$ cat config.mk
export PLATFORM = sky130hd
export DESIGN_NAME = fetch_pipe_top
export DESIGN_NICKNAME = d
export VERILOG_FILES = /design/src/logic/fetch_pkg.sv /design/src/logic/fetch_pipe_top.sv /design/src/logic/flow_ctrl.sv /design/src/logic/icache.sv /design/src/logic/pc_gen.sv /design/src/logic/pipe_stage.sv
export SDC_FILE = /design/constraint.sdc
export NUM_CORES = 1
export LEC_CHECK = 0
export ABC_AREA = 1
export BUFFER_PORTS_ARGS = -buffer_cell sky130_fd_sc_hd__buf_2
export CORE_UTILIZATION = 40
export CTS_BUF_LIST = sky130_fd_sc_hd__clkbuf_2
export CTS_CLUSTER_DIAMETER = 80
export DETAILED_ROUTE_END_ITERATION = 10
export HOLD_SLACK_MARGIN = 0.02
export PLACE_DENSITY = 0.6
export SYNTH_ARGS = -nofsm -noshare
export SYNTH_HDL_FRONTEND = slang
export SYNTH_HIERARCHICAL = 1
export SYNTH_SLANG_ARGS = --single-unit
$ cat constraint.sdc
create_clock -name clk -period 4.95 [get_ports clk]
set_clock_uncertainty 0.15 [all_clocks]
set_input_delay 0.99 -clock clk [delete_from_list [all_inputs] [get_ports clk]]
set_output_delay 0.99 -clock clk [all_outputs]
set_load 0.02 [all_outputs]
$ cat src/logic/fetch_pkg.sv
`default_nettype none

package fetch_pkg;

    localparam int unsigned xlen = 32;

    // first fetch address out of reset
    localparam logic [xlen-1:0] reset_pc = 32'h0000_0000;
    localparam logic [xlen-1:0] pc_step  = 32'd4;

    // instruction cache geometry, one word per line
    localparam int unsigned ic_lines   = 8;
    localparam int unsigned ic_index_w = 3;
    localparam int unsigned ic_tag_w   = xlen - ic_index_w - 2;

    typedef struct packed {
        logic [xlen-1:0] pc;
        logic [xlen-1:0] inst;
    } if_id_t;

    // kept apart from if_id_t, grows once decode fields are added
    typedef struct packed {
        logic [xlen-1:0] pc;
        logic [xlen-1:0] inst;
    } id_ex_t;

    typedef struct packed {
        logic            jump;        // redirect fetch to jump_pc
        logic [xlen-1:0] jump_pc;
        logic            flush_if_id;
        logic            flush_id_ex;
        logic            stall_fetch; // icache miss pending
        logic            stall_all;   // data memory wait
    } flow_cmd_t;

endpackage

`default_nettype wire

$ cat src/logic/fetch_pipe_top.sv
`timescale 1ns/100ps
`default_nettype none

module fetch_pipe_top import fetch_pkg::*; (
    input  wire              clk,
    input  wire              rst_n,
    input  wire              id_jump_i,
    input  wire [xlen-1:0]   id_jump_pc_i,
    input  wire              ex_branch_i,
    input  wire [xlen-1:0]   ex_branch_pc_i,
    input  wire              mem_req_i,
    input  wire              dmem_ready_i,
    input  wire              ram_ready_i,
    input  wire              rom_ready_i,
    input  wire [xlen-1:0]   rom_data_i,
    output logic             rom_req_o,
    output logic [xlen-1:0]  rom_addr_o,
    output logic             ex_valid_o,
    output logic [xlen-1:0]  ex_pc_o,
    output logic [xlen-1:0]  ex_inst_o
);

    flow_cmd_t       cmd;
    logic [xlen-1:0] fetch_pc;
    logic            ic_hit;
    logic [xlen-1:0] ic_inst;
    logic            fetch_valid;

    if_id_t          if_id_in;
    if_id_t          if_id_out;
    logic            if_id_valid_in;
    logic            if_id_valid;
    logic            if_id_hold;
    logic            if_id_flush;

    id_ex_t          id_ex_in;
    id_ex_t          id_ex_out;
    logic            id_ex_valid;
    logic            id_ex_hold;
    logic            id_ex_flush;

    flow_ctrl flow_ctrl_inst (
        .clk            (clk),
        .rst_n          (rst_n),
        .id_jump_i      (id_jump_i),
        .id_jump_pc_i   (id_jump_pc_i),
        .ex_branch_i    (ex_branch_i),
        .ex_branch_pc_i (ex_branch_pc_i),
        .fetch_valid_i  (fetch_valid),
        .ic_hit_i       (ic_hit),
        .rom_ready_i    (rom_ready_i),
        .mem_req_i      (mem_req_i),
        .dmem_ready_i   (dmem_ready_i),
        .ram_ready_i    (ram_ready_i),
        .cmd_o          (cmd)
    );

    pc_gen pc_gen_inst (
        .clk   (clk),
        .rst_n (rst_n),
        .cmd_i (cmd),
        .pc_o  (fetch_pc)
    );

    icache icache_inst (
        .clk           (clk),
        .rst_n         (rst_n),
        .pc_i          (fetch_pc),
        .cmd_i         (cmd),
        .rom_ready_i   (rom_ready_i),
        .rom_data_i    (rom_data_i),
        .hit_o         (ic_hit),
        .inst_o        (ic_inst),
        .fetch_valid_o (fetch_valid),
        .rom_req_o     (rom_req_o),
        .rom_addr_o    (rom_addr_o)
    );

    // IF/ID waits on both the icache and the memory stage
    assign if_id_hold     = cmd.stall_fetch | cmd.stall_all;
    assign if_id_flush    = cmd.flush_if_id;
    assign if_id_valid_in = fetch_valid & ~cmd.stall_fetch;
    assign if_id_in       = '{pc: fetch_pc, inst: ic_inst};

    pipe_stage #(.payload_t(if_id_t)) if_id_stage (
        .clk     (clk),
        .rst_n   (rst_n),
        .hold_i  (if_id_hold),
        .flush_i (if_id_flush),
        .valid_i (if_id_valid_in),
        .data_i  (if_id_in),
        .valid_o (if_id_valid),
        .data_o  (if_id_out)
    );

    assign id_ex_hold  = cmd.stall_all;
    assign id_ex_flush = cmd.flush_id_ex;   // taken branch only
    assign id_ex_in    = '{pc: if_id_out.pc, inst: if_id_out.inst};

    pipe_stage #(.payload_t(id_ex_t)) id_ex_stage (
        .clk     (clk),
        .rst_n   (rst_n),
        .hold_i  (id_ex_hold),
        .flush_i (id_ex_flush),
        .valid_i (if_id_valid),
        .data_i  (id_ex_in),
        .valid_o (id_ex_valid),
        .data_o  (id_ex_out)
    );

    assign ex_valid_o = id_ex_valid;
    assign ex_pc_o    = id_ex_out.pc;
    assign ex_inst_o  = id_ex_out.inst;

endmodule

`default_nettype wire

$ cat src/logic/flow_ctrl.sv
`timescale 1ns/100ps
`default_nettype none

module flow_ctrl import fetch_pkg::*; (
    input  wire             clk,
    input  wire             rst_n,
    input  wire             id_jump_i,
    input  wire [xlen-1:0]  id_jump_pc_i,
    input  wire             ex_branch_i,
    input  wire [xlen-1:0]  ex_branch_pc_i,
    input  wire             fetch_valid_i,
    input  wire             ic_hit_i,
    input  wire             rom_ready_i,
    input  wire             mem_req_i,
    input  wire             dmem_ready_i,
    input  wire             ram_ready_i,
    output flow_cmd_t       cmd_o
);

    logic rom_ready_q;
    logic ram_ready_q;
    logic rom_rise;
    logic ram_rise;
    logic redirect;
    logic fetch_miss;
    logic stall_fetch_q;
    logic stall_all_q;

    assign rom_rise = rom_ready_i & ~rom_ready_q; // refill done
    assign ram_rise = ram_ready_i & ~ram_ready_q;
    assign redirect = ex_branch_i | id_jump_i;

    // a miss on a path about to be redirected is not worth waiting for
    assign fetch_miss = fetch_valid_i & ~ic_hit_i & ~redirect;

    always_ff @(posedge clk or negedge rst_n) begin
        if (!rst_n) begin
            rom_ready_q <= 1'b0;
            ram_ready_q <= 1'b0;
        end else begin
            rom_ready_q <= rom_ready_i;
            ram_ready_q <= ram_ready_i;
        end
    end

    always_ff @(posedge clk or negedge rst_n) begin
        if (!rst_n) begin
            stall_fetch_q <= 1'b0;
        end else if (redirect) begin
            stall_fetch_q <= 1'b0;  // drop the wrong-path miss
        end else if (fetch_miss) begin
            stall_fetch_q <= 1'b1;
        end else if (rom_rise) begin
            stall_fetch_q <= 1'b0;
        end
    end

    // memory stage keeps the front end frozen until the RAM answers
    always_ff @(posedge clk or negedge rst_n) begin
        if (!rst_n) begin
            stall_all_q <= 1'b0;
        end else if (ram_rise) begin
            stall_all_q <= 1'b0;
        end else if (mem_req_i && !dmem_ready_i) begin
            stall_all_q <= 1'b1;
        end
    end

    always_comb begin
        cmd_o.jump        = redirect;
        cmd_o.jump_pc     = ex_branch_i ? ex_branch_pc_i :   // branch wins
                            id_jump_i   ? id_jump_pc_i   : '0;
        cmd_o.flush_if_id = redirect;
        cmd_o.flush_id_ex = ex_branch_i;
        // the miss itself also holds, so the missing address is not stepped over
        cmd_o.stall_fetch = (stall_fetch_q & ~rom_rise & ~redirect) | fetch_miss;
        cmd_o.stall_all   = stall_all_q;
    end

endmodule

`default_nettype wire

$ cat src/logic/icache.sv
`timescale 1ns/100ps
`default_nettype none

module icache import fetch_pkg::*; (
    input  wire              clk,
    input  wire              rst_n,
    input  wire [xlen-1:0]   pc_i,
    input  wire flow_cmd_t   cmd_i,
    input  wire              rom_ready_i,
    input  wire [xlen-1:0]   rom_data_i,
    output logic             hit_o,
    output logic [xlen-1:0]  inst_o,
    output logic             fetch_valid_o,
    output logic             rom_req_o,
    output logic [xlen-1:0]  rom_addr_o
);

    logic [ic_tag_w-1:0]   tag_mem  [ic_lines];
    logic [xlen-1:0]       data_mem [ic_lines];
    logic [ic_lines-1:0]   valid_q;

    logic [ic_index_w-1:0] index;
    logic [ic_tag_w-1:0]   tag;
    logic                  tag_hit;
    logic                  refilling_q;
    logic [xlen-3:0]       miss_line_q; // word address under refill
    logic [ic_index_w-1:0] fill_index;
    logic                  rom_ready_q;
    logic                  rom_rise;
    logic                  fill_write;
    logic                  fill_match;

    assign index   = pc_i[ic_index_w+1:2];
    assign tag     = pc_i[xlen-1:ic_index_w+2];
    assign tag_hit = valid_q[index] && (tag_mem[index] == tag);

    assign fill_index = miss_line_q[ic_index_w-1:0];
    assign rom_rise   = rom_ready_i & ~rom_ready_q;
    assign fill_write = refilling_q & rom_rise & ~cmd_i.jump;

    // returning word goes straight to IF/ID, saves a cycle
    assign fill_match = fill_write & (pc_i[xlen-1:2] == miss_line_q);

    assign hit_o         = (~refilling_q & tag_hit) | fill_match;
    assign inst_o        = fill_match ? rom_data_i : data_mem[index];
    assign fetch_valid_o = ~refilling_q | rom_rise;
    assign rom_req_o     = refilling_q;
    assign rom_addr_o    = {miss_line_q, 2'b00};

    always_ff @(posedge clk or negedge rst_n) begin
        if (!rst_n) begin
            refilling_q <= 1'b0;
            rom_ready_q <= 1'b0;
            valid_q     <= '0;
        end else begin
            rom_ready_q <= rom_ready_i;
            if (refilling_q) begin
                if (cmd_i.jump) begin
                    refilling_q <= 1'b0;          // abandoned, nothing written
                end else if (rom_rise) begin
                    refilling_q         <= 1'b0;
                    valid_q[fill_index] <= 1'b1;
                end
            end else if (!tag_hit && !cmd_i.jump) begin
                refilling_q <= 1'b1;
            end
        end
    end

    always_ff @(posedge clk) begin
        if (!refilling_q && !tag_hit) begin
            miss_line_q <= pc_i[xlen-1:2];
        end
    end

    always_ff @(posedge clk) begin
        if (fill_write) begin
            tag_mem[fill_index]  <= miss_line_q[xlen-3:ic_index_w];
            data_mem[fill_index] <= rom_data_i;
        end
    end

endmodule

`default_nettype wire

$ cat src/logic/pc_gen.sv
`timescale 1ns/100ps
`default_nettype none

module pc_gen import fetch_pkg::*; (
    input  wire              clk,
    input  wire              rst_n,
    input  wire flow_cmd_t   cmd_i,
    output logic [xlen-1:0]  pc_o
);

    logic hold;

    assign hold = cmd_i.stall_fetch | cmd_i.stall_all;

    always_ff @(posedge clk or negedge rst_n) begin
        if (!rst_n) begin
            pc_o <= reset_pc;
        end else if (cmd_i.jump) begin
            pc_o <= cmd_i.jump_pc;       // jump or taken branch
        end else if (!hold) begin
            pc_o <= pc_o + pc_step;
        end
    end

endmodule

`default_nettype wire

$ cat src/logic/pipe_stage.sv
`timescale 1ns/100ps
`default_nettype none

module pipe_stage #(
    parameter type payload_t = logic
) (
    input  wire            clk,
    input  wire            rst_n,
    input  wire            hold_i,
    input  wire            flush_i,
    input  wire            valid_i,
    input  wire payload_t  data_i,
    output logic           valid_o,
    output payload_t       data_o
);

    always_ff @(posedge clk or negedge rst_n) begin
        if (!rst_n) begin
            valid_o <= 1'b0;
        end else if (flush_i) begin
            valid_o <= 1'b0;    // flush beats hold
        end else if (!hold_i) begin
            valid_o <= valid_i;
        end
    end

    // payload only matters while valid_o is set
    always_ff @(posedge clk) begin
        if (!hold_i) begin
            data_o <= data_i;
        end
    end

endmodule

`default_nettype wire

==> metrics.log <==
INFO  metric avgViaCountPerCell = roughly 5.1
INFO  metric total_power_of_the_final_layout = 12400 µW
INFO  metric clkLatencyLatePin = 1.36 ns
INFO  metric slowest_stage = sky130_fd_sc_hd__dfrtp_4
INFO  metric cts-root-to-sink-buffers = 3
INFO  metric setup.worst_path.end_class = flip-flop
INFO  metric hold_class = flip-flop to flip-flop
INFO  metric post_synth_and_or_nand_nor_area_fraction = 0.173
INFO  metric worstReg2RegEnd = pc_gen_inst/pc_o[4]
INFO  metric slew_headroom = 0.399
INFO  metric critPathLaunchType = flip-flop
INFO  metric timing.final.setup_violations = 0
INFO  metric start_util = 0.404
INFO  metric cp_cell_sequence = buf_12 -> nand2_1 -> nand3_1 -> nand3_1 -> nand3b_1 -> nand4_1 -> nor2_1 -> nand2_1 -> nor2_1 -> nand3_1 -> nand2_1 -> inv_1 -> nand3_1 -> nand2_1 -> nor2_2 -> nand2_2 -> inv_2 -> nand2_1 -> o211ai_1
INFO  metric die_w = around 270 µm
INFO  metric std_cell_rows = 98
INFO  metric path_buf_inv = 3
INFO  metric placed_cells_incl_taps = 3550
INFO  metric yosys-mux-area-fraction = 0.0222
INFO  metric design.portCount = about 200
INFO  metric instances_no_fill = approximately 4000
INFO  metric count_of_warnings_emitted_by_yosys = 6
INFO  metric fmaxAchievable = 241 MHz
INFO  metric p_per_area = 369 nW/µm²
INFO  metric grt_first_pass_wirelength = 121 mm
INFO  metric largest_net_degree_at_the_start_of_global_routing = around 150
INFO  metric synth-xor-area-share = 0.00910
INFO  metric clock-root-buffer = sky130_fd_sc_hd__clkbuf_2
INFO  metric clock_sinks = 678
INFO  metric core_box_area = between 70000 and 80000 µm²
INFO  metric floorplan.die_area = 73200 µm²
INFO  metric r2r-start = pc_gen_inst/pc_o[2]
INFO  metric post_cts_clock_slew_at_the_launch_and_capture_registers_of_the_worst_setup_and_hold_paths = 0.10 ns
INFO  metric outcome = finished, final reports clean
INFO  metric syn_to_final_growth = 16.4%
INFO  metric grt_overflow = 0
INFO  metric synth_seq_cells = 678
INFO  metric first_pass_iteration_count_of_the_detailed_router = 5
INFO  metric critical-path-max-stage-delay = 0.46 ns
INFO  metric drc_errors = 0
INFO  metric grt_use_total = 0.220
INFO  metric numCtsBuffers = 170
INFO  metric num_vias = 20200
INFO  metric synth_cells = 2461
INFO  metric rrSetupSlack = 0.80 ns
INFO  metric cpMostUsedCell = sky130_fd_sc_hd__nand2_1
INFO  metric worst_slew_pin_slew = around 0.9 ns
INFO  metric drtIter0Drc = 1859
INFO  metric cap_viol_max_count = 0
INFO  metric syn-cell-area = 28900 µm²
INFO  metric wire_per_inst = about 20 µm
INFO  metric antenna_found_initial = 3
INFO  metric post_cts_buffers = 0
INFO  metric p_leak = 0.0137 µW
INFO  metric tritoncts_clock_tree = built
INFO  metric rr_worst_depth = 19
INFO  metric hpwlAfterDp = 47.9 mm
INFO  metric io_buffer_count = 199
INFO  metric avgSynthCellArea = 11.7 µm²
INFO  metric timing.critical_path.fanout_max = 144
INFO  metric finish.net_count = 2983
INFO  metric vdd_ir_drop_max = 0.194 mV
INFO  metric crit_family = simple AND/OR/NAND/NOR gates
INFO  metric die_y = ~270 µm
INFO  metric cp-startpoint = pc_gen_inst/pc_o[2]
INFO  metric critical_path.endpoint = pc_gen_inst/pc_o[4]
INFO  metric largest_family_of_logic_cells_by_synthesized_area = simple AND/OR/NAND/NOR gates
INFO  metric final_layout_size_suffix_gt1_frac = 0.201
INFO  metric synth_fa_ha_area_frac = 0.000434
INFO  metric rsz0062_at_grt = no
INFO  metric place_congestion = 0.905
INFO  metric netlist-cell-type-count = 41
INFO  metric period_minus_slack = about 4.2 ns
INFO  metric timing_worst_setup_path_type = flip-flop to flip-flop
INFO  metric timing.critical_path.required = 6.00 ns
INFO  metric drtAntennaViolNets = 0
INFO  metric finalHoldViolations = 0
INFO  metric critical_path_arrival = 5.20 ns
INFO  metric slew_viol_final = 0
INFO  metric synth-seq-area-share = 0.697
INFO  metric timing.setup.tns = 0 ns
INFO  metric htree_levels = 4
INFO  metric min_period_over_period = 0.839
INFO  metric path_depth = 19
INFO  metric number_of_global_route_vias_before_repair = 20500
INFO  metric detail_route.wirelength = around 80 mm
INFO  metric synth-compound-area-share = 0.0424
## through the flow
step                hold WS [ns]  setup WS, ns   util  instance area [µm²]
floorplan                  0.250         0.120      -                28900
global placement           0.252         0.974  0.434                31000
detailed placement         0.255         0.983  0.434                31000
CTS                        0.160         0.875  0.470                33600
global route               0.178         0.654  0.470                33600
finish                     0.255         0.798  0.470                33600
## placed cells by master (no fill, tap or decap), types with 3 or more instances in the layout
cell type	instances
sky130_fd_sc_hd__a21oi_1	13
sky130_fd_sc_hd__a22o_1	3
sky130_fd_sc_hd__buf_12	12
sky130_fd_sc_hd__buf_2	199
sky130_fd_sc_hd__buf_4	45
sky130_fd_sc_hd__clkbuf_2	247
sky130_fd_sc_hd__clkinv_1	27
sky130_fd_sc_hd__clkinv_2	7
sky130_fd_sc_hd__dfrtp_1	45
sky130_fd_sc_hd__diode_2	5
sky130_fd_sc_hd__dlygate4sd3_1	106
sky130_fd_sc_hd__edfxtp_1	630
sky130_fd_sc_hd__inv_1	236
sky130_fd_sc_hd__inv_2	10
sky130_fd_sc_hd__mux2i_1	64
sky130_fd_sc_hd__nand2_1	635
sky130_fd_sc_hd__nand2_2	6
sky130_fd_sc_hd__nand3_1	257
sky130_fd_sc_hd__nand3_2	32
sky130_fd_sc_hd__nand3b_1	10
sky130_fd_sc_hd__nand4_1	8
sky130_fd_sc_hd__nor2_1	152
sky130_fd_sc_hd__nor2_2	5
sky130_fd_sc_hd__nor2_4	18
sky130_fd_sc_hd__nor4_1	6
sky130_fd_sc_hd__o211ai_1	4
sky130_fd_sc_hd__o21ai_0	84
sky130_fd_sc_hd__o21ai_1	4
sky130_fd_sc_hd__o21bai_1	9
sky130_fd_sc_hd__o221ai_1	64
sky130_fd_sc_hd__o22ai_1	3
sky130_fd_sc_hd__or2_2	7
sky130_fd_sc_hd__xnor2_1	6
sky130_fd_sc_hd__xor2_1	24
## cells in the mapped netlist (all sizes together)
cell type,number,area [µm²]
clkinv,1,3.75
nand3b,10,75.1
o221ai,64,561
mux2i,64,641
or2,7,43.8
nand2,643,2440
o22ai,3,18.8
o211ai,4,30.0
o21bai,9,67.6
and2,1,6.26
a21oi,13,65.1
inv,243,920
xnor2,6,52.6
edfxtp,630,18900
dfrtp,48,1200
ha,1,12.5
o21ai,88,440
nor2,175,742
a22o,3,26.3
nand4,8,50.1
nand3,289,1610
nor4,6,37.5
clkbuf,42,159
a31oi,1,6.26
a22oi,1,7.51
xor2,24,210
conb,1,3.75
buf,76,512
## kinds of logic (layout without fill, tap and decap cells)
family / count (synthesis) / in the layout
buf+inv: 362 / 898
simple gates: 1139 / 1139
xor+xnor: 30 / 30
other cells: 1 / 7
compound gates: 186 / 186
fa+ha+maj: 1 / 1
mux: 64 / 64
flops: 678 / 678
## worst min path at each step
stage	from	end	slack, ns	cells past startpoint
after floorplan	if_id_stage/data_o[0]	id_ex_stage/data_o[0]	0.25	0
after global placement	if_id_stage/data_o[9]	id_ex_stage/data_o[9]	0.25	0
after detailed placement	if_id_stage/data_o[24]	id_ex_stage/data_o[24]	0.25	0
after CTS	rom_ready_i	flow_ctrl_inst/rom_ready_q	0.16	2
after global routing	rom_ready_i	flow_ctrl_inst/rom_ready_q	0.18	2
final	if_id_stage/data_o[39]	id_ex_stage/data_o[39]	0.26	0
## layer usage
layer / vias to the layer above / wire length [µm] / global-route usage / share of wire
met5: - / 0 / 0 / 0
met4: 0 / 1910 / 0.0776 / 0.024
met3: 137 / 5660 / 0.0573 / 0.071
met2: 730 / 38400 / 0.358 / 0.48
met1: 9878 / 34100 / 0.285 / 0.43
li1: 9421 / - / - / -
## worst reg2reg max path, cell delays in order, from the launching register on
cell                       delay, ns
sky130_fd_sc_hd__dfrtp_4        0.46
sky130_fd_sc_hd__buf_12         0.45
sky130_fd_sc_hd__nand2_1        0.32
sky130_fd_sc_hd__nand3_1        0.13
sky130_fd_sc_hd__nand3_1        0.18
sky130_fd_sc_hd__nand3b_1       0.23
sky130_fd_sc_hd__nand4_1        0.11
sky130_fd_sc_hd__nor2_1         0.15
sky130_fd_sc_hd__nand2_1        0.07
sky130_fd_sc_hd__nor2_1         0.13
sky130_fd_sc_hd__nand3_1        0.12
sky130_fd_sc_hd__nand2_1        0.10
sky130_fd_sc_hd__inv_1          0.04
sky130_fd_sc_hd__nand3_1        0.09
sky130_fd_sc_hd__nand2_1        0.11
sky130_fd_sc_hd__nor2_2         0.23
sky130_fd_sc_hd__nand2_2        0.23
sky130_fd_sc_hd__inv_2          0.32
sky130_fd_sc_hd__nand2_1        0.09
sky130_fd_sc_hd__o211ai_1       0.28
## where the power goes
group | total (µW) | switching [µW] | internal [µW]
logic | 1870 | 1250 | 615
registers | 6870 | 259 | 6610
clock network | 3650 | 2210 | 1440
## sequential cells by signal, summed over array words and instances, names as in the netlist
name,flops
if_id_stage/data_o,64
if_id_stage/valid_o,1
icache_inst/valid_q,8
icache_inst/miss_line_q,30
icache_inst/rom_ready_q,1
flow_ctrl_inst/stall_fetch_q,1
pc_gen_inst/pc_o,32
icache_inst/data_mem,256
id_ex_stage/data_o,64
flow_ctrl_inst/stall_all_q,1
icache_inst/tag_mem,216
flow_ctrl_inst/ram_ready_q,1
flow_ctrl_inst/rom_ready_q,1
id_ex_stage/valid_o,1
icache_inst/rom_req_o,1
## layout make-up
| cell class | count | area [µm²] |
|---|---|---|
| clock buffer | 247 | 1240 |
| inverter | 244 | 926 |
| fill | 6513 | 37900 |
| tap | 950 | 1190 |
| timing repair buffer | 362 | 2640 |
| multi-input combinational | 1422 | 7210 |
| clock inverter | 45 | 253 |
| antenna | 5 | 12.5 |
| sequential | 678 | 20100 |
## timing repair
action | 4_1_cts | 5_1_grt
hold buffers | 106 | 0
hold endpoints to repair | 356 | 0
gates resized for setup | 0 | 0
Power figures use the tool's default switching activity.
